**config.mk**
```make
export PLATFORM = sky130hd
export DESIGN_NAME = aes_ctrl_fsm
export DESIGN_NICKNAME = d
export VERILOG_FILES = /design/src/hw/aes_ctrl_fsm.sv
export SDC_FILE = /design/constraint.sdc
export NUM_CORES = 1
export LEC_CHECK = 0
export BUFFER_PORTS_ARGS = -buffer_cell sky130_fd_sc_hd__buf_4
export CORE_AREA = 2 2 39 41
export CTS_CLUSTER_DIAMETER = 50
export DETAILED_ROUTE_END_ITERATION = 10
export DIE_AREA = 0 0 41 43
export SLEW_MARGIN = 20
export SYNTH_ARGS = -nofsm -noshare
export SYNTH_HDL_FRONTEND = slang
export SYNTH_SLANG_ARGS = --single-unit
```
**constraint.sdc**
```tcl
create_clock -name clk -period 1.7 [get_ports clk]
set_clock_uncertainty 0.15 [all_clocks]
set_input_delay 0.34 -clock clk [delete_from_list [all_inputs] [get_ports clk]]
set_output_delay 0.34 -clock clk [all_outputs]
set_load 0.01 [all_outputs]
```
**src/hw/aes_ctrl_fsm.sv**
```systemverilog
module aes_ctrl_fsm (
  input  logic clk,
  input  logic reset_n,
  input  logic start_i,
  input  logic load_done_i,
  input  logic cipher_done_i,
  input  logic store_done_i,
  output logic load_start_o,
  output logic cipher_start_o,
  output logic store_start_o,
  output logic busy_o,
  output logic done_o
);

  typedef enum logic [1:0] {
    IDLE,
    LOAD,
    CIPHER,
    STORE
  } ctrl_state_t;

  ctrl_state_t state_q;
  ctrl_state_t state_d;

  assign busy_o = (state_q != IDLE);

  always_comb begin
    state_d = state_q;
    case (state_q)
      IDLE: begin
        if (start_i) begin
          state_d = LOAD;
        end
      end
      LOAD: begin
        if (load_done_i) begin
          state_d = CIPHER;
        end
      end
      CIPHER: begin
        if (cipher_done_i) begin
          state_d = STORE;
        end
      end
      STORE: begin
        if (store_done_i) begin
          state_d = IDLE;
        end
      end
      default: state_d = IDLE;
    endcase
  end

  // Phase starts pulse in the first cycle of their state
  always_ff @(posedge clk or negedge reset_n) begin
    if (!reset_n) begin
      state_q        <= IDLE;
      load_start_o   <= 1'b0;
      cipher_start_o <= 1'b0;
      store_start_o  <= 1'b0;
      done_o         <= 1'b0;
    end else begin
      state_q        <= state_d;
      load_start_o   <= (state_d == LOAD) && (state_q != LOAD);
      cipher_start_o <= (state_d == CIPHER) && (state_q != CIPHER);
      store_start_o  <= (state_d == STORE) && (state_q != STORE);
      done_o         <= (state_q == STORE) && (state_d == IDLE);
    end
  end

  // Each datapath block reports done only while its own phase is active
  assert property (@(posedge clk) disable iff (!reset_n)
    (!load_done_i || (state_q == LOAD)) &&
    (!cipher_done_i || (state_q == CIPHER)) &&
    (!store_done_i || (state_q == STORE)));

endmodule

```
==> summary.txt, run 1 <==
Power
  • Leakage: 0.200 nW
  • VDD IR max: 0.483 mV
  • Power Dens Cells: 1470 mW/mm²

STA
  • Final Max Tran Viols: 0
  • Final Hold Fails: 0
  • Unrepaired setup endpoints after global routing: false
  • Tcrit/Tclk final: 0.948
  • Min Hold Slack: 0.182 ns
  • Worst slew pin tran: 0.175 ns
  • Max-Slew Margin vs Limit: 0.883
  • Final setup fails: 0
  • Fmax: 620 MHz
  • TNS Setup: 0 ns
  • Min cycle time layout: 1.61 ns

Yosys
  • Cell variety after synth: 9
  • Synthesized instance count: 17
  • Avg Inst Size Synth: 13.7 µm²
  • Synth Register Bits: 6
  • YS warnings: 0
  • Synthesized area: 233 µm²
  • Sequential area share after synthesis: 0.645
  • Syn Nets: 23

Worst hold path
  • Hold Path Class: primary input to register

Setup path
  • Crit-path max cell delay: 0.42 ns
  • Crit path max-delay cell type: dfrtp_1
  • Arr. time, crit path: 1.12 ns
  • Crit path kind: register to primary output
  • CP Buf/Inv Count: 1
  • Crit path max fanout: 6
  • Critical path startpoint category: register
  • Crit end category: primary output
  • Worst endpoint required time: 1.21 ns
  • Worst-path cell chain: or2_2, buf_4
  • Top delay family on crit path: flip-flops

Flow run
  • Max-Cap Viols: 0

Floorplanning
  • Core Area: 0.00138 mm²
  • Initial core utilization: 0.168
  • Die Y: 43 µm
  • Top Ports: 11
  • Chip Width: 41 µm
  • Site row count: 14
  • Die Area: 0.00176 mm²

Clock network
  • Number of buffers created by CTS: 3
  • Skew-Pair Late Insertion Delay: 0.24 ns
  • Root Buffer Master: clkbuf_4
  • CTS tree: done
  • Maximum clock path buffer count: 2
  • CTS Sinks: 6
  • Htree depth: 1
  • Worst-path clk slew: 0.04 ns

Run status
  • Status: finished, final reports clean

Global route
  • Pin count of the biggest net entering global routing: 7
  • Initial antenna violation count: 0
  • First-pass GRT wire length: 690 µm
  • Vias in the first global route: 170
  • Gr ovfl total: 0
  • Gr usage total: 0.0690

Drt
  • Post-route DRC: 0
  • Drt total wl: 423 µm
  • Final ANT Viol Nets: 0
  • WL/cell: 9.00 µm
  • DR vias/cell: 3.55
  • Drt initial violations: 0
  • DRT Pass-1 Iters: 1
  • Total number of vias: 167

Cells and area
  • FILL cells: 142
  • Final nets: 39
  • Share of cells above drive strength 1: 0.581
  • Commonest non-fill, non-tap cell in the layout: buf_4
  • Final instance area: 360 µm²
  • Area delta synth->final: 54.8%
  • Fin cells: 47
  • Diodes inserted: 0
  • Most frequent cells in the layout: buf_4 (10), dfrtp_1 (6), inv_1 (3), clkbuf_4 (3), and3b_2 (2)

Place
  • Port Buffers: 10
  • DP Area: 328 µm²
  • Gpl congestion: 0.670
  • Inst Count DP: 43
  • DP HPWL: 351 µm
## worst paths after layout
path | start | end | cells past startpoint | slack (ns)
setup reg to reg | state_q[0]$_DFF_PN0_ | state_q[0]$_DFF_PN0_ | 1 | 0.49
min in group asynchronous | reset_n | load_start_o$_DFF_PN0_ | 2 | 0.29
max in group asynchronous | reset_n | store_start_o$_DFF_PN0_ | 2 | 1.00
setup / recovery | state_q[1]$_DFF_PN0_ | busy_o | 2 | 0.09
hold / removal | start_i | load_start_o$_DFF_PN0_ | 3 | 0.18
hold reg to reg | state_q[1]$_DFF_PN0_ | state_q[1]$_DFF_PN0_ | 1 | 0.42
## kinds of logic after synthesis
group | Yosys count | synth area share
DFF | 6 | 0.645
and+or+nand+nor | 6 | 0.177
buffers and inverters | 3 | 0.0484
AOI/OAI and AO/OA | 1 | 0.0323
muxes | 1 | 0.0968
## cell usage after synthesis
| cell type | count | area [µm²] |
|---|---|---|
| and3_2 | 1 | 7.51 |
| or2_2 | 1 | 6.26 |
| inv_1 | 3 | 11.3 |
| mux4_2 | 1 | 22.5 |
| dfrtp_1 | 6 | 150 |
| nand2_1 | 1 | 3.75 |
| a21o_1 | 1 | 7.51 |
| and3b_2 | 2 | 20.0 |
| nor2_1 | 1 | 3.75 |
## power by group
part / leakage, nW / internal [mW] / switching (mW) / total [mW]
Sequential: 0.0776 / 0.192 / 0.0407 / 0.233
Clock: 0.0138 / 0.0794 / 0.0453 / 0.125
Combinational: 0.109 / 0.112 / 0.0605 / 0.172
Total: 0.200 / 0.384 / 0.147 / 0.530
## metrics by stage
stage / util / power (mW) / worst slack, ns
2_1_floorplan: - / 0.322 / 0.488
3_3_place_gp: 0.237 / 0.406 / 0.341
3_5_place_dp: 0.237 / 0.407 / 0.340
4_1_cts: 0.260 / 0.539 / 0.0789
5_1_grt: 0.260 / 0.574 / 0.0275
6_report: 0.260 / 0.530 / 0.0879
## repair_timing
item	in CTS	in global routing
gates resized for setup	0	0
buffers inserted	0	0
hold buffers	1	0
hold endpoints to repair	6	0
## per-layer routing
metal / GRT usage / part of all wire / wire, µm / up-vias
li1: - / - / - / 83
met1: 0.0833 / 0.48 / 202 / 73
met2: 0.0594 / 0.36 / 154 / 11
met3: 0.0628 / 0.16 / 66 / 0
met4: 0.0800 / 0 / 0 / 0
met5: 0 / 0 / 0 / -
## cell type report
type,instances,area (µm²),area share
clock buffers,3,22.5,0.0625
inverters,3,11.3,0.0312
flip-flops and latches,6,150,0.417
repair buffers,11,85.1,0.236
multi-input cells,8,71.3,0.198
well taps,16,20.0,0.0556
## sequential cells by signal (all words and copies together) (netlist names)
register	flops
load_start_o	1
store_start_o	1
done_o	1
state_q	2
cipher_start_o	1
(Power assumes the default switching activity.)
==> inputs of run 2 (changes only) <==
--- a/config.mk
+++ b/config.mk
@@ -7,3 +7,2 @@
 export LEC_CHECK = 0
-export BUFFER_PORTS_ARGS = -buffer_cell sky130_fd_sc_hd__buf_4
 export CORE_AREA = 2 2 39 41
@@ -12,2 +11,3 @@
 export DIE_AREA = 0 0 41 43
+export DONT_BUFFER_PORTS = 1
 export SLEW_MARGIN = 20
--- a/constraint.sdc
+++ b/constraint.sdc
@@ -4,2 +4,2 @@
 set_output_delay 0.34 -clock clk [all_outputs]
-set_load 0.01 [all_outputs]
+set_load 0.05 [all_outputs]
==> run 2 against run 1 <==
  * Wire length up 9.7%
  * Critical path depth down 1
  * Sequential cell count unchanged
  * Global-route usage hardly changed
  * Via count down 9.6%
  * Clock power grew 3%
  * Hold slack worse by 0.13 ns
  * Final area decreased by 21%
  * Highest routed layer unchanged
==> summary.txt, run 2 (synthesis results as in run 1) <==
Flow run
  • Max-Cap Viols: 0 (unchanged)

Clock network
  • Skew-Pair Late Insertion Delay: 0.24 ns (about the same)
  • Maximum clock path buffer count: 2 (unchanged)
  • CTS Sinks: 6 (unchanged)
  • Worst-path clk slew: 0.04 ns (about the same)
  • Htree depth: 1 (unchanged)
  • Root Buffer Master: clkbuf_4
  • Number of buffers created by CTS: 3 (unchanged)
  • CTS tree: done

STA
  • Final setup fails: 0 (unchanged)
  • Worst slew pin tran: 0.453 ns (+0.277 ns)
  • Tcrit/Tclk final: 0.941 (-0.00708)
  • Fmax: 625 MHz (+0.75%)
  • Final Hold Fails: 0 (unchanged)
  • TNS Setup: 0 ns (unchanged)
  • Min cycle time layout: 1.60 ns (-0.0120 ns)
  • Max-Slew Margin vs Limit: 0.698 (-0.185)
  • Unrepaired setup endpoints after global routing: false
  • Final Max Tran Viols: 0 (unchanged)

Drt
  • WL/cell: 12.5 µm (+39%)
  • Drt total wl: 464 µm (+9.7%)
  • Final ANT Viol Nets: 0 (unchanged)
  • Total number of vias: 151 (-9.6%)
  • DR vias/cell: 4.08 (+15%)
  • Post-route DRC: 0 (unchanged)
  • DRT Pass-1 Iters: 2 (+1)
  • Drt initial violations: 2 (+2)

Cells and area
  • Share of cells above drive strength 1: 0.381 (-0.200)
  • Commonest non-fill, non-tap cell in the layout: dfrtp_1
  • Most frequent cells in the layout: dfrtp_1 (6), inv_1 (3), clkbuf_4 (3)
  • FILL cells: 151 (+6.3%)
  • Final nets: 29 (-26%)
  • Diodes inserted: 0 (unchanged)
  • Largest Register: state_q
  • Area delta synth->final: 22.6%
  • Fin cells: 37 (-21%)
  • Number of flip-flops in the largest register: 2 (unchanged)

Setup path
  • Crit-path max cell delay: 0.44 ns (+0.02 ns)
  • CP Buf/Inv Count: 0 (-1)
  • Critical path startpoint category: register
  • Worst endpoint required time: 1.21 ns (about the same)
  • Top delay family on crit path: simple AND/OR/NAND/NOR gates
  • Arr. time, crit path: 1.11 ns (about the same)
  • Crit path max-delay cell type: or2_2
  • Worst-path cell chain: or2_2
  • Crit path max fanout: 6 (unchanged)
  • Crit path kind: register to primary output
  • Crit end category: primary output

Place
  • Inst Count DP: 33 (-23%)
  • Gpl congestion: 0.661 (-1.4%)
  • DP HPWL: 373 µm (+6.3%)
  • Port Buffers: 0 (-10)

Floorplanning
  • Top Ports: 11 (unchanged)
  • Die Area: 0.00176 mm² (unchanged)
  • Die Y: 43 µm (unchanged)
  • Chip Width: 41 µm (unchanged)
  • Initial core utilization: 0.168 (unchanged)
  • Site row count: 14 (unchanged)
  • Core Area: 0.00138 mm² (unchanged)

Global route
  • Initial antenna violation count: 0 (unchanged)
  • Vias in the first global route: 170 (unchanged)
  • Gr ovfl total: 0 (unchanged)
  • Gr usage total: 0.0686 (-0.000418)
  • First-pass GRT wire length: 710 µm (+2.9%)
  • Pin count of the biggest net entering global routing: 7 (unchanged)

Power
  • Leakage: 0.151 nW (-25%)
  • Power Dens Cells: 2080 mW/mm² (+41%)
  • VDD IR max: 0.378 mV (-22%)

Run status
  • Status: finished, final reports clean

Worst hold path
  • Hold Path Class: primary input to register
run 2: cell count changes in the layout (fill, tap and decap cells not counted), sizes merged:
cell,change
buf,-10
run 2: where the power goes:
part | total, mW | leakage, nW | internal (mW) | switching (mW)
logic | 0.139 | 0.0593 | 0.0606 | 0.0779
registers | 0.327 | 0.0776 | 0.191 | 0.135
clock network | 0.129 | 0.0138 | 0.0797 | 0.0489
total | 0.594 | 0.151 | 0.332 | 0.262
run 2: per-stage QoR:
step	hold slack, ns	power [mW]	worst slack [ns]	cell area, µm²	util
after CTS	0.0509	0.603	0.0896	285	0.206
after floorplan	-0.106	0.440	0.390	233	-
after detailed placement	-0.105	0.464	0.352	253	0.183
final	0.0564	0.594	0.0999	285	0.206
after global placement	-0.105	0.454	0.374	253	0.183
after global routing	0.0494	0.629	0.0509	285	0.206
run 2: layer usage:
layer	GRT usage	vias to the layer above	routed length (µm)
met5	0	-	0
met4	0.0400	0	0
met3	0.110	0	124
met2	0.0656	14	176
met1	0.0654	74	163
li1	-	63	-
run 2: cell type report:
type,count,area (µm²),area share
well taps,16,20.0,0.0702
flip-flops and latches,6,150,0.526
repair buffers,1,10.0,0.0351
clock buffers,3,22.5,0.0789
inverters,3,11.3,0.0395
multi-input cells,8,71.3,0.250
run 2: worst paths after layout:
check                                     startpoint                  endpoint  slack [ns]  depth (start not counted)
worst max-delay path            state_q[0]$_DFF_PN0_                    busy_o         0.1                          1
worst min-delay path                         start_i    load_start_o$_DFF_PN0_        0.06                          2
worst max register to register  state_q[0]$_DFF_PN0_    load_start_o$_DFF_PN0_        0.47                          2
worst min register to register  state_q[1]$_DFF_PN0_      state_q[1]$_DFF_PN0_        0.41                          1
max in group asynchronous                    reset_n  cipher_start_o$_DFF_PN0_        0.94                          1
min in group asynchronous                    reset_n      state_q[0]$_DFF_PN0_        0.26                          1
run 2: timing repair:
action                                  CTS  global route
hold endpoints to repair                  6             0
endpoints found under the setup margin    0             0
gates resized for setup                   0             0
buffers inserted                          0             0
hold buffers                              1             0
==> inputs of run 3 (changes only) <==
Clock period 1.7 ns to 1.5 ns, I/O delays scaled along.
==> run 3 against run 2 <==
  * Count of clock-buffer cells in the layout stayed put
  * Hold slack worse by 0.040 ns
  * First-iteration DRC count is 100% lower
  * Clock power is 13% higher
  * Critical path depth stayed put
  * Core utilization is 0.81 points higher
==> summary.txt, run 3 (synthesis results as in run 1) <==
Clock network
  • Number of buffers created by CTS: 3 (unchanged)
  • CTS Sinks: 6 (unchanged)
  • Root Buffer Master: clkbuf_4
  • Htree depth: 1 (unchanged)
  • Maximum clock path buffer count: 2 (unchanged)
  • Skew-Pair Late Insertion Delay: 0.24 ns (about the same)
  • CTS tree: done
  • Worst-path clk slew: 0.05 ns (about the same)

STA
  • TNS Setup: 0 ns (unchanged)
  • Final Max Tran Viols: 0 (unchanged)
  • Max-Slew Margin vs Limit: 0.698 (about the same)
  • Final Hold Fails: 0 (unchanged)
  • Unrepaired setup endpoints after global routing: false
  • Tcrit/Tclk final: 0.970
  • Worst slew pin tran: 0.453 ns (+0.00000191 ns)
  • Min cycle time layout: 1.46 ns
  • Fmax: 687 MHz
  • Final setup fails: 0 (unchanged)

Setup path
  • Worst reg-to-reg setup slack: 0.33 ns (-0.14 ns)
  • Worst endpoint required time: 1.05 ns (-0.16 ns)
  • Top delay family on crit path: flip-flops
  • Worst-path cell chain: or2_4
  • CP Buf/Inv Count: 0 (unchanged)
  • Crit path kind: register to primary output
  • Crit path max fanout: 5 (-1)
  • Crit-path max cell delay: 0.43 ns (about the same)
  • Critical path startpoint category: register
  • Arr. time, crit path: 1.01 ns (-0.10 ns)
  • Crit path max-delay cell type: dfrtp_2
  • Crit end category: primary output

Drt
  • Drt initial violations: 0 (-2)
  • Post-route DRC: 0 (unchanged)
  • WL/cell: 12.8 µm (+2.0%)
  • Total number of vias: 156 (+3.3%)
  • DRT Pass-1 Iters: 1 (-1)
  • DR vias/cell: 4.11 (+0.59%)
  • Drt total wl: 486 µm (+4.7%)
  • Final ANT Viol Nets: 0 (unchanged)

Floorplanning
  • Die Y: 43 µm (unchanged)
  • Core Area: 0.00138 mm² (unchanged)
  • Chip Width: 41 µm (unchanged)
  • Initial core utilization: 0.168 (unchanged)
  • Site row count: 14 (unchanged)
  • Top Ports: 11 (unchanged)
  • Die Area: 0.00176 mm² (unchanged)

Cells and area
  • Largest Register: state_q
  • Area of the multi-input gates: 73.8 µm² (+3.5%)
  • Area delta synth->final: 27.4%
  • Commonest non-fill, non-tap cell in the layout: dfrtp_1
  • Final nets: 30 (+3.4%)
  • FILL cells: 151 (unchanged)
  • Most frequent cells in the layout: dfrtp_1 (5), inv_1 (3), clkbuf_4 (3)
  • Number of flip-flops in the largest register: 2 (unchanged)
  • Diodes inserted: 0 (unchanged)
  • Share of cells above drive strength 1: 0.455 (+0.0736)
  • Register Area: 151 µm² (+0.83%)

Global route
  • Initial antenna violation count: 0 (unchanged)
  • Pin count of the biggest net entering global routing: 7 (unchanged)
  • First-pass GRT wire length: 738 µm (+3.9%)
  • Gr usage total: 0.0706 (+0.00202)
  • Gr ovfl total: 0 (unchanged)
  • Vias in the first global route: 176 (+3.5%)

Power
  • Leakage: 0.155 nW (+3.0%)
  • Power Dens Cells: 2390 mW/mm² (+15%)
  • Power Total: 0.709 mW (+19%)
  • VDD IR max: 0.446 mV (+18%)

Place
  • Gpl congestion: 0.661 (unchanged)
  • Port Buffers: 0 (unchanged)
  • DP HPWL: 373 µm (unchanged)

Worst hold path
  • Hold Path Class: primary input to register

Flow run
  • Max-Cap Viols: 0 (unchanged)

Run status
  • Status: finished, final reports clean
-- run 3: cell count changes in the layout (fill, tap and decap cells not counted) --
cell	change
or2_4	+1
dfrtp_2	+1
buf_4	+1
dfrtp_1	-1
or2_2	-1
-- run 3: where the power goes --
| group | switching, mW | total (mW) | internal, mW | leakage (nW) |
|---|---|---|---|---|
| clock network | 0.0554 | 0.146 | 0.0903 | 0.0138 |
| registers | 0.152 | 0.372 | 0.220 | 0.0766 |
| logic | 0.0970 | 0.192 | 0.0951 | 0.0649 |
-- run 3: metrics by stage --
step                instances  instance area, µm²  hold slack, ns  setup slack, ns  utilization
finish                     38                 297          0.0164           0.0446        0.214
global route               38                 297         0.00945           0.0107        0.214
CTS                        37                 288          0.0109           0.0308        0.208
detailed placement         33                 253          -0.145            0.192        0.183
global placement           33                 253          -0.145            0.214        0.183
floorplan                  17                 233          -0.146            0.230            -
-- run 3: path summary, 6_finish.rpt --
kind,startpoint,end,depth (start not counted)
max,state_q[0]$_DFF_PN0_,busy_o,1
min,start_i,load_start_o$_DFF_PN0_,2
max reg2reg,state_q[0]$_DFF_PN0_,state_q[1]$_DFF_PN0_,3
min reg2reg,state_q[1]$_DFF_PN0_,state_q[1]$_DFF_PN0_,1
max in group asynchronous,reset_n,state_q[0]$_DFF_PN0_,1
min in group asynchronous,reset_n,load_start_o$_DFF_PN0_,1
-- run 3: what timing repair did --
action / CTS / global route
setup buffers: 0 / 1
endpoints found under the hold margin: 6 / 0
pin swaps: 0 / 1
setup endpoints to repair: 1 / 1
hold buffers: 1 / 0
gates resized for setup: 1 / 1
-- run 3: area by class of cell --
class                      count  share of cell area
clock buffer                   3              0.0759
inverter                       3              0.0380
multi-input combinational      8               0.249
sequential                     6               0.511
tap                           16              0.0675
timing repair buffer           2              0.0591
-- run 3: per-layer routing --
layer / part of all wire / global-route usage / up-vias
li1: - / - / 66
met1: 0.33 / 0.0654 / 77
met2: 0.42 / 0.0719 / 13
met3: 0.25 / 0.110 / 0
met4: 0 / 0.0400 / 0
met5: 0 / 0 / -
