===== src/hw/aes_accel_pkg.sv =====
package aes_accel_pkg;

  // Bus and scratchpad word
  typedef logic [31:0] word_t;

  // AES state or key, byte 0 in the top bits
  typedef logic [127:0] block_t;

  // Wishbone word address
  typedef logic [5:0] wb_adr_t;

  // Key words, KEY0 is the most significant
  localparam wb_adr_t REG_KEY0 = 6'd0;
  localparam wb_adr_t REG_KEY1 = 6'd1;
  localparam wb_adr_t REG_KEY2 = 6'd2;
  localparam wb_adr_t REG_KEY3 = 6'd3;

  // Job base addresses in scratchpad words
  localparam wb_adr_t REG_SRC = 6'd4;
  localparam wb_adr_t REG_DST = 6'd5;

  // Bit 0 starts a job / bit 0 busy, bit 1 done
  localparam wb_adr_t REG_CTRL   = 6'd6;
  localparam wb_adr_t REG_STATUS = 6'd7;

  // Scratchpad window, 32 words
  localparam wb_adr_t MEM_BASE = 6'd32;

endpackage


===== src/hw/aes_wb_regfile.sv =====
module aes_wb_regfile #(
  parameter int  MEM_WORDS = 32,
  localparam int AW        = $clog2(MEM_WORDS)
) (
  input  logic                   clk,
  input  logic                   reset_n,
  input  logic                   wb_cyc_i,
  input  logic                   wb_stb_i,
  input  logic                   wb_we_i,
  input  aes_accel_pkg::wb_adr_t wb_adr_i,
  input  aes_accel_pkg::word_t   wb_dat_i,
  input  logic                   busy_i,
  input  logic                   done_i,
  input  aes_accel_pkg::word_t   mem_rdata_i,
  output logic                   wb_ack_o,
  output aes_accel_pkg::word_t   wb_dat_o,
  output aes_accel_pkg::block_t  key_o,
  output logic [AW-1:0]          src_base_o,
  output logic [AW-1:0]          dst_base_o,
  output logic                   start_o,
  output logic [AW-1:0]          mem_addr_o,
  output logic                   mem_we_o,
  output aes_accel_pkg::word_t   mem_wdata_o
);
  import aes_accel_pkg::*;

  logic          ack_q;
  logic          wr_en;
  logic          in_window;
  wb_adr_t       mem_offs;
  block_t        key_q;
  logic [AW-1:0] src_q;
  logic [AW-1:0] dst_q;
  logic          done_q;

  // Scratchpad window decode
  assign mem_offs  = wb_adr_i - MEM_BASE;
  assign in_window = (wb_adr_i >= MEM_BASE) && (mem_offs < MEM_WORDS);

  // Writes land on the ack cycle while the master still holds the request
  assign wr_en = ack_q && wb_cyc_i && wb_stb_i && wb_we_i;

  assign wb_ack_o    = ack_q;
  assign key_o       = key_q;
  assign src_base_o  = src_q;
  assign dst_base_o  = dst_q;
  assign start_o     = wr_en && (wb_adr_i == REG_CTRL) && wb_dat_i[0];
  // Read address goes out in the request cycle and the data comes back with ack
  assign mem_addr_o  = mem_offs[AW-1:0];
  assign mem_we_o    = wr_en && in_window;
  assign mem_wdata_o = wb_dat_i;

  always_ff @(posedge clk or negedge reset_n) begin
    if (!reset_n) begin
      ack_q  <= 1'b0;
      key_q  <= '0;
      src_q  <= '0;
      dst_q  <= '0;
      done_q <= 1'b0;
    end else begin
      ack_q <= wb_cyc_i && wb_stb_i && !ack_q;
      if (wr_en) begin
        case (wb_adr_i)
          REG_KEY0: key_q[127:96] <= wb_dat_i;
          REG_KEY1: key_q[95:64]  <= wb_dat_i;
          REG_KEY2: key_q[63:32]  <= wb_dat_i;
          REG_KEY3: key_q[31:0]   <= wb_dat_i;
          REG_SRC:  src_q         <= wb_dat_i[AW-1:0];
          REG_DST:  dst_q         <= wb_dat_i[AW-1:0];
          default:  ;
        endcase
      end
      // An accepted start clears the sticky done bit
      if (start_o && !busy_i) begin
        done_q <= 1'b0;
      end else if (done_i) begin
        done_q <= 1'b1;
      end
    end
  end

  always_comb begin
    case (wb_adr_i)
      REG_KEY0:   wb_dat_o = key_q[127:96];
      REG_KEY1:   wb_dat_o = key_q[95:64];
      REG_KEY2:   wb_dat_o = key_q[63:32];
      REG_KEY3:   wb_dat_o = key_q[31:0];
      REG_SRC:    wb_dat_o = word_t'(src_q);
      REG_DST:    wb_dat_o = word_t'(dst_q);
      REG_STATUS: wb_dat_o = {30'd0, done_q, busy_i};
      default:    wb_dat_o = in_window ? mem_rdata_i : '0;
    endcase
  end

  // Ack only rises while the master still holds the request
  assert property (@(posedge clk) disable iff (!reset_n)
    $rose(wb_ack_o) |-> (wb_cyc_i && wb_stb_i));

endmodule


===== config.mk =====
export PLATFORM = sky130hd
export DESIGN_NAME = aes_wb_regfile
export DESIGN_NICKNAME = d
export VERILOG_FILES = /design/src/hw/aes_accel_pkg.sv /design/src/hw/aes_wb_regfile.sv
export SDC_FILE = /design/constraint.sdc
export NUM_CORES = 1
export LEC_CHECK = 0
export ABC_AREA = 1
export BUFFER_PORTS_ARGS = -buffer_cell sky130_fd_sc_hd__buf_2
export CAP_MARGIN = 20
export CORE_ASPECT_RATIO = 1.75
export CORE_MARGIN = 3
export CORE_UTILIZATION = 54
export CTS_BUF_LIST = sky130_fd_sc_hd__clkbuf_8
export CTS_CLUSTER_SIZE = 25
export DETAILED_ROUTE_END_ITERATION = 7
export GPL_TIMING_DRIVEN = 1
export PLACE_DENSITY = 0.87
export SLEW_MARGIN = 20
export SYNTH_ARGS = -nofsm -noshare
export SYNTH_HDL_FRONTEND = slang
export SYNTH_SLANG_ARGS = --single-unit

===== constraint.sdc =====
create_clock -name clk -period 4.3 [get_ports clk]
set_clock_uncertainty 0.1 [all_clocks]
set_input_delay 0.43 -clock clk [delete_from_list [all_inputs] [get_ports clk]]
set_output_delay 0.43 -clock clk [all_outputs]
set_load 0.005 [all_outputs]

==> impl_results.md, run 1 <==
* DIE WIDTH at about 91 um
* Maximum VDD drop at ~0.00024 V
* Gp weighted congestion at 0.919
* P&R area growth vs syn at 23.3%
* Layout fillers at 1056
* Hold_sp: busy_i
* Synth Cell Area at 6840 um2
* Type of the worst setup path: primary input to output pin
* Post-CTS Setup Repair Bufs at 0
* Final Max Tran Viols at 0
* CTS tree: built
* Maximum clock frequency at 352 MHz
* Via count at 6662
* Cell accounting for the most synthesized area: dfrtp_1
* Via density at around 5.3
* DIE HEIGHT at 155 um
* Final setup violation count at 0
* I/O pins at about 290
* Resize count post-CTS at 0
* Worst Hold Class: primary input to register
* Final core occ at 69.1%
* Place WS at ~1.4 ns
* # diodes at 0
* Yosys synthesis warning count at 0
* Synth top area cells: dfrtp_1, nand2_1, o21ai_1, inv_1, buf_4
* Final ANT Viol Nets at 0
* Synth unique cells at 23
* # nets final at about 1200
* Max-cap violations at 0
* Hold depth at 3
* # hold bufs at CTS at 1
* Final Hold Viols at 0
* Clock slew at reported path FFs at 0.07 ns
* # rows at 53
* RSZ-0062 raised after global routing: no
* Worst r2r src: wb_ack_o$_DFF_PN0_
* Initial core utilization at approximately 56%
* Layout cells sized above 1 at 30.8%
* Fin crit share at between 60% and 70%
* Largest net degree at the start of global routing at just over 70
* Relative slew slack at between 40% and 50%
* Crit-path max FO at 19
* Reg2reg path depth at 4
* Worst Tran Pin Value at between 0.8 and 0.9 ns
* CTS HTree Levels at 4
* Crit. End Element: output pin
* Total GRT Usage at 29.3%
* Status: complete, no violations
* Crit start category: primary input
* Initial antenna violation count at 0
* Critical path origin: wb_adr_i[3]
* Total core area at 12200 um2
* P_leak at around 4.6 nW
* Total Power at approximately 2.6 mW
* Initial DRC count at 420
* DIE AREA at roughly 14000 um2
* Final WS setup at between 1 and 1.5 ns
* Clk root buf: clkbuf_8
* Worst hold slack at approximately 0.18 ns
* Worst EP arrival at 2.31 ns
* Sink Count at 140
* Port bufs at 286
* Syn_area_per_cell at about 8 um2
* Post-synthesis register bit count at 140
* DR WL/cell at ~16 um
* DP HPWL at between 10000 and 15000 um
* Pwr/cell area at slightly above 300 nW/um2
* Gr ovfl total at 0
* Final Critical Period at 2.84 ns
* TNS Setup at 0 ns
* Vias in the first global route at around 6600
* Final wirelength at just over 20000 um
* CTS Buffer Depth at 2
* Data required, critical path at 3.77 ns
* Mapped Cells at between 800 and 900
* Num CTS Buffers at 17
* DR pass1 iterations at 5
* First-pass GRT wire length at ~33000 um
* Syn nets at between 900 and 1000
* Top cell type's share of synthesized area at between 50% and 60%
* Worst skew pair latency at about 0.43 ns
* Sequential share of the synthesized area at about half
* DRC viols at 0
## per-layer routing
layer | wire length [um] | share of wire [%] | GRT usage [%]
met1 | 7820 | 38 | 33.2
met2 | 11200 | 54 | 53.5
met3 | 1090 | 5.3 | 5.37
met4 | 483 | 2.4 | 12.2
met5 | 0 | 0 | 0
## state kept, by name, summed over array words and instances (netlist names)
signal      count
key_o         128
done_q          1
dst_base_o      5
src_base_o      5
wb_ack_o        1
## through the flow
stage / std cells / cell area [um2]
2_1_floorplan: 852 / 6840
3_3_place_gp: 1229 / 8040
3_5_place_dp: 1229 / 8040
4_1_cts: 1262 / 8440
5_1_grt: 1262 / 8440
6_report: 1262 / 8440
## cell families after synthesis
logic type	after synthesis	synth area share (%)
AO/OA/AOI/OAI	196	14.3
AND/OR/NAND/NOR	336	21.9
flip-flops	140	51.2
buffers and inverters	180	12.5
## worst max-delay path: stages
cell	delay, ns
buf_2	0.13
nor2_2	0.40
nand3_1	0.53
buf_4	0.41
nor2_1	0.12
a21oi_1	0.06
nand3_1	0.11
buf_2	0.11
## synth_stat cells
cell type and instances:
clkbuf_1 16, nand3_1 42, nor2_8 3, nor2_4 2
o21ai_1 87, a21oi_1 58, nand2_4 3, o21ai_0 51
nand2_2 2, nor3_1 1, buf_4 39, nand3_2 1
nand4_4 2, nor2_1 72, nand2_1 188, nor2_2 3
dfrtp_1 140, inv_2 2, and3_1 1, nand4_1 16
buf_6 1, buf_2 23, inv_1 99
## final timing paths
check | endpoint | slack, ns
worst max register to register | key_o[1]$_DFFE_PN0P_ | 2.01
max in group asynchronous | key_o[108]$_DFFE_PN0P_ | 2.61
worst min register to register | wb_ack_o$_DFF_PN0_ | 0.37
worst min-delay path | done_q$_DFFE_PN0P_ | 0.18
min in group asynchronous | src_base_o[3]$_DFFE_PN0P_ | 0.48
worst max-delay path | wb_dat_o[14] | 1.46
## layout make-up
| type | count | area (um2) | share of cell area (%) |
|---|---|---|---|
| Timing Repair Buffer | 292 | 1490 | 17.6 |
| Sequential cell | 140 | 3500 | 41.5 |
| Inverter | 101 | 379 | 4.49 |
| Multi-Input combinational cell | 532 | 2480 | 29.4 |
| Tap cell | 165 | 206 | 2.45 |
| Clock inverter | 15 | 150 | 1.78 |
| Clock buffer | 17 | 234 | 2.77 |
## cell usage in the layout, fill, tap and decap left out, drive strengths merged
| cell type | synthesis | layout |
|---|---|---|
| nand2 | 193 | 193 |
| o21ai | 138 | 138 |
| clkinv | 0 | 3 |
| nand3 | 43 | 43 |
| bufinv | 0 | 2 |
| nand4 | 18 | 18 |
| dfrtp | 140 | 140 |
| nor2 | 80 | 80 |
| and3 | 1 | 1 |
| nor3 | 1 | 1 |
| buf | 63 | 291 |
| dlygate4sd3 | 0 | 1 |
| a21oi | 58 | 58 |
| clkbuf | 16 | 17 |
| inv | 101 | 107 |
| clkinvlp | 0 | 4 |
## power by group
part | internal (mW) | switching [mW] | leakage (nW)
Sequential | 1.33 | 0.0151 | 1.95
Clock | 0.514 | 0.504 | 0.193
Combinational | 0.0836 | 0.135 | 2.51
Total | 1.93 | 0.654 | 4.64
No activity file was read; power rests on OpenSTA's default activity.
==> inputs of run 2 (changes only) <==
--- a/config.mk
+++ b/config.mk
@@ -10,12 +10,12 @@
 export CAP_MARGIN = 20
 export CORE_ASPECT_RATIO = 1.75
 export CORE_MARGIN = 3
-export CORE_UTILIZATION = 54
+export CORE_UTILIZATION = 50
 export CTS_BUF_LIST = sky130_fd_sc_hd__clkbuf_8
 export CTS_CLUSTER_SIZE = 25
 export DETAILED_ROUTE_END_ITERATION = 7
 export GPL_TIMING_DRIVEN = 1
-export PLACE_DENSITY = 0.87
+export PLACE_DENSITY = 0.81
 export SLEW_MARGIN = 20
 export SYNTH_ARGS = -nofsm -noshare
 export SYNTH_HDL_FRONTEND = slang
==> constraint.sdc (replaced) <==
create_clock -name clk -period 2.69 [get_ports clk]
set_clock_uncertainty 0.1 [all_clocks]
set_input_delay 0.269 -clock clk [delete_from_list [all_inputs] [get_ports clk]]
set_output_delay 0.269 -clock clk [all_outputs]
set_load 0.005 [all_outputs]
==> impl_results.md, run 2 (same netlist as run 1, synthesis figures left out) <==
* Status: complete, no violations
* Num CTS Buffers at 17
* CTS tree: built
* DIE AREA at 15200 um2
* Total GRT Usage at between 20% and 30%
* Crit start category: primary input
* Worst Hold Class: primary input to register
* Worst path slowest cell: nor2_8
* Max-cap violations at 0
* Initial core utilization at 52.0%
* Final Critical Period at 2.22 ns
* Initial antenna violation count at 0
* P&R area growth vs syn at 24.7%
* DIE WIDTH at 94.4 um
* DP Cell Count at roughly 1200
* CTS Buffer Depth at 2
* Data required, critical path at between 2 and 2.5 ns
* Commonest non-fill, non-tap cell in the layout: buf_2
* DR WL/cell at between 15 and 20 um
* Most frequent cells in the layout: buf_2, nand2_1, dfrtp_1
* DIE HEIGHT at around 160 um
* Clk root buf: clkbuf_8
* Final Max Tran Viols at 0
* Clock slew at reported path FFs at 0.08 ns
* Slowest stage delay, CP at ~0.4 ns
* Maximum clock frequency at about 450 MHz
* Layout cells sized above 1 at between 30% and 40%
* Pwr/cell area at approximately 480 nW/um2
* Critical-path cell list: buf_2, nor2_2, nand2_4, nor2_8, buf_4, a21oi_1, nand3_1, buf_2
* Maximum VDD drop at ~0.00045 V
* Type of the worst setup path: primary input to output pin
* CTS HTree Levels at 4
* Fin crit share at roughly 82%
* Sink Count at 140
* Total core area at around 13000 um2
* # nets final at approximately 1200
* Final setup violation count at 0
* # diodes at 0
* Relative slew slack at 53.8%
* TNS Setup at 0 ns
* # rows at 55
* Worst Tran Pin Value at between 0.6 and 0.7 ns
* Crit-path max FO at 22
* Gr ovfl total at 0
* Final ANT Viol Nets at 0
* WP buf/inv at 3
* I/O pins at 287
* Port bufs at ~290
* First-pass GRT wire length at about 32000 um
* Via density at 5.23
* Crit-path most repeated cell: buf_2
* Initial DRC count at between 300 and 400
* Vias in the first global route at roughly 6500
* DP HPWL at ~15000 um
* DR pass1 iterations at 4
* Final Hold Viols at 0
* Largest net degree at the start of global routing at 70
* # hold bufs at CTS at 3
* P_leak at 4.69 nW
* Largest register FFs at around 130
* Gp weighted congestion at ~0.85
* Post-CTS Setup Repair Bufs at 0
* Via count at roughly 6700
* Crit. End Element: output pin
* Cell family with most CP delay: simple AND/OR/NAND/NOR gates
* Final wirelength at ~20000 um
* RSZ-0062 raised after global routing: no
* Resize count post-CTS at 0
* DRC viols at 0
* Worst EP arrival at 1.85 ns
* Non-filler instance count after layout at approximately 1300
* Worst skew pair latency at 0.44 ns
## run 2: cell types whose count changed in the layout (fill, tap and decap cells not counted), sizes merged
cell / before / now
clkbuf: 17 / 18
clkinv: 3 / 8
clkinvlp: 4 / 3
bufinv: 2 / 1
buf: 291 / 298
dlygate4sd3: 1 / 3
inv: 107 / 103
## run 2: routing by layer
metal  up-vias  track usage (%)  wire length, um
li1       3184                -                -
met1      3104             31.5             7570
met2       313             46.8            10500
met3        72             5.53             1470
met4         0             13.0              846
met5         -                0                0
## run 2: path summary, 6_finish.rpt
kind | startpoint | to | cells after the start | slack, ns
worst min register to register | wb_ack_o$_DFF_PN0_ | wb_ack_o$_DFF_PN0_ | 1 | 0.37
worst max register to register | wb_ack_o$_DFF_PN0_ | key_o[10]$_DFFE_PN0P_ | 6 | 0.71
min in group asynchronous | reset_n | key_o[4]$_DFFE_PN0P_ | 2 | 0.28
worst max-delay path | wb_adr_i[3] | wb_dat_o[12] | 8 | 0.47
max in group asynchronous | reset_n | key_o[82]$_DFFE_PN0P_ | 3 | 1.43
worst min-delay path | wb_cyc_i | wb_ack_o$_DFF_PN0_ | 3 | 0.03
## run 2: per-stage QoR
step	util [%]	power [mW]	cell area (um2)	hold slack, ns	setup WS [ns]
after floorplan	-	2.36	6840	-0.127	1.12
after global placement	61.8	2.55	8130	0.210	0.362
after detailed placement	61.8	2.55	8130	0.213	0.297
after CTS	64.9	4.12	8530	0.00930	0.484
after global routing	64.9	4.25	8530	0.0226	0.384
final	64.9	4.09	8530	0.0259	0.473
## run 2: final cells by class
type                       count  area (um2)
fill                        1154        4610
sequential                   140        3500
multi-input combinational    532        2480
timing repair buffer         301        1580
inverter                     101         379
clock buffer                  18         248
tap                          171         214
clock inverter                14         124
## run 2: where the power goes
group | switching (mW) | total (mW) | internal (mW)
clock | 0.825 | 1.58 | 0.754
sequential | 0.0241 | 2.15 | 2.13
combinational | 0.217 | 0.356 | 0.139
total | 1.07 | 4.09 | 3.02
## run 2: worst min-delay path, stage by stage
cell     delay, ns
buf_2         0.09
nand2_1       0.11
nor2_1        0.06
==> inputs of run 3 (changes only) <==
==> constraint.sdc (replaced) <==
create_clock -name clk -period 2.1 [get_ports clk]
set_clock_uncertainty 0.1 [all_clocks]
set_input_delay 0.21 -clock clk [delete_from_list [all_inputs] [get_ports clk]]
set_output_delay 0.21 -clock clk [all_outputs]
set_load 0.005 [all_outputs]
==> impl_results.md, run 3 (same netlist as run 1, synthesis figures left out) <==
* Relative slew slack at a little under three fifths
* Layout fillers at roughly 1200
* Non-filler instance count after layout at 1307
* DIE WIDTH at 94.4 um
* Largest net degree at the start of global routing at 67
* Commonest non-fill, non-tap cell in the layout: buf_2
* Final setup violation count at 0
* P_leak at 4.83 nW
* Max-cap violations at 0
* CTS HTree Levels at 4
* Num CTS Buffers at 17
* Worst hold slack at between 0.02 and 0.03 ns
* Worst EP arrival at about 2.1 ns
* P&R area growth vs syn at 29.6%
* Place WS at between 0.15 and 0.2 ns
* Clock slew at reported path FFs at ~0.08 ns
* RSZ-0062 raised after global routing: no
* Initial core utilization at a little over half
* Initial DRC count at between 400 and 500
* Total core area at roughly 13000 um2
* Type of the worst setup path: primary input to register
* # diodes at 0
* Pwr/cell area at a little over 600 nW/um2
* DR WL/cell at 16.2 um
* TNS Setup at 0 ns
* Final Hold Viols at 0
* Final ANT Viol Nets at 0
* Final WS setup at approximately 0.17 ns
* DR pass1 iterations at 4
* CTS tree: built
* Port bufs at ~290
* CTS Buffer Depth at 2
* Via count at 6853
* Data required, critical path at around 2.3 ns
* Total GRT Usage at between 20% and 30%
* First-pass GRT wire length at between 30000 and 40000 um
* DP Cell Count at 1247
* Crit. End Element: register
* # nets final at between 1000 and 1500
* Crit start category: primary input
* Maximum VDD drop at between 0.0004 and 0.0005 V
* Final wirelength at 21200 um
* DIE AREA at approximately 15000 um2
* DP HPWL at ~15000 um
* Fin crit share at 91.9%
* Post-CTS Setup Repair Bufs at 0
* DIE HEIGHT at around 160 um
* Worst skew pair latency at between 0.4 and 0.5 ns
* Worst Tran Pin Value at ~0.66 ns
* DRC viols at 0
* Via density at ~5.2
* I/O pins at around 290
* Clk root buf: clkbuf_8
* Sink Count at between 100 and 150
* Worst Hold Class: primary input to register
* Final Critical Period at 1.93 ns
* Maximum clock frequency at 518 MHz
* Initial antenna violation count at 0
* Crit-path max FO at 8
* # rows at 55
* Largest register FFs at around 130
* Layout cells sized above 1 at 31.1%
* Gp weighted congestion at between 0.8 and 0.9
* Final core occ at roughly two thirds
* Final Max Tran Viols at 0
* Vias in the first global route at roughly 7000
* Status: complete, no violations
* Gr ovfl total at 0
* Most frequent cells in the layout: buf_2, nand2_1, dfrtp_1
## run 3: cell count changes in the layout (fill, tap and decap cells not counted), sizes merged
cell	delta
clkbuf	-1
clkinvlp	-2
clkinv	-1
buf	+5
inv	+3
bufinv	+1
dlygate4sd3	+25
## run 3: report_power, final
part | leakage [nW] | internal [mW] | switching, mW
Clock | 0.202 | 1.07 | 1.09
Combinational | 2.68 | 0.214 | 0.291
Sequential | 1.95 | 2.73 | 0.0309
## run 3: worst paths after layout
check	cells after the start	slack [ns]	from	to
max in group asynchronous	3	1.12	reset_n	key_o[79]$_DFFE_PN0P_
setup reg to reg	5	0.23	wb_ack_o$_DFF_PN0_	done_q$_DFFE_PN0P_
hold / removal	3	0.03	wb_dat_i[24]	key_o[88]$_DFFE_PN0P_
setup / recovery	7	0.17	wb_cyc_i	done_q$_DFFE_PN0P_
hold reg to reg	1	0.35	wb_ack_o$_DFF_PN0_	wb_ack_o$_DFF_PN0_
min in group asynchronous	2	0.12	reset_n	key_o[4]$_DFFE_PN0P_
## run 3: metal layers
metal  global-route usage [%]  routed length [um]
met5                        0                   0
met4                     17.3                1110
met3                     4.69                1370
met2                     49.0               10900
met1                     32.8                7770
## run 3: area by class of cell
class	count	area (um2)	area share [%]
clock buffer	17	234	2.64
clock inverter	15	161	1.82
sequential	140	3500	39.5
timing repair buffer	331	1900	21.4
tap	171	214	2.41
multi-input combinational	532	2480	28.0
inverter	101	379	4.28
## run 3: metrics by stage
stage                     instance area, um2  power, mW
after floorplan                         6840       3.03
after global placement                  8190       3.27
after detailed placement                8190       3.28
after CTS                               8870       5.47
after global routing                    8870       5.62
final                                   8870       5.43
## run 3: worst max-delay path: stages
cell	delay, ns
dlygate4sd3_1	0.53
buf_2	0.10
nand2_1	0.08
nor2_4	0.35
and3_1	0.23
a21oi_1	0.07
dlygate4sd3_1	0.57
## run 3: repair_timing
action                                 in CTS  in global routing
hold buffers                               28                  0
setup endpoints to repair                   0                  0
resized for setup                           0                  0
endpoints found under the hold margin     207                  0
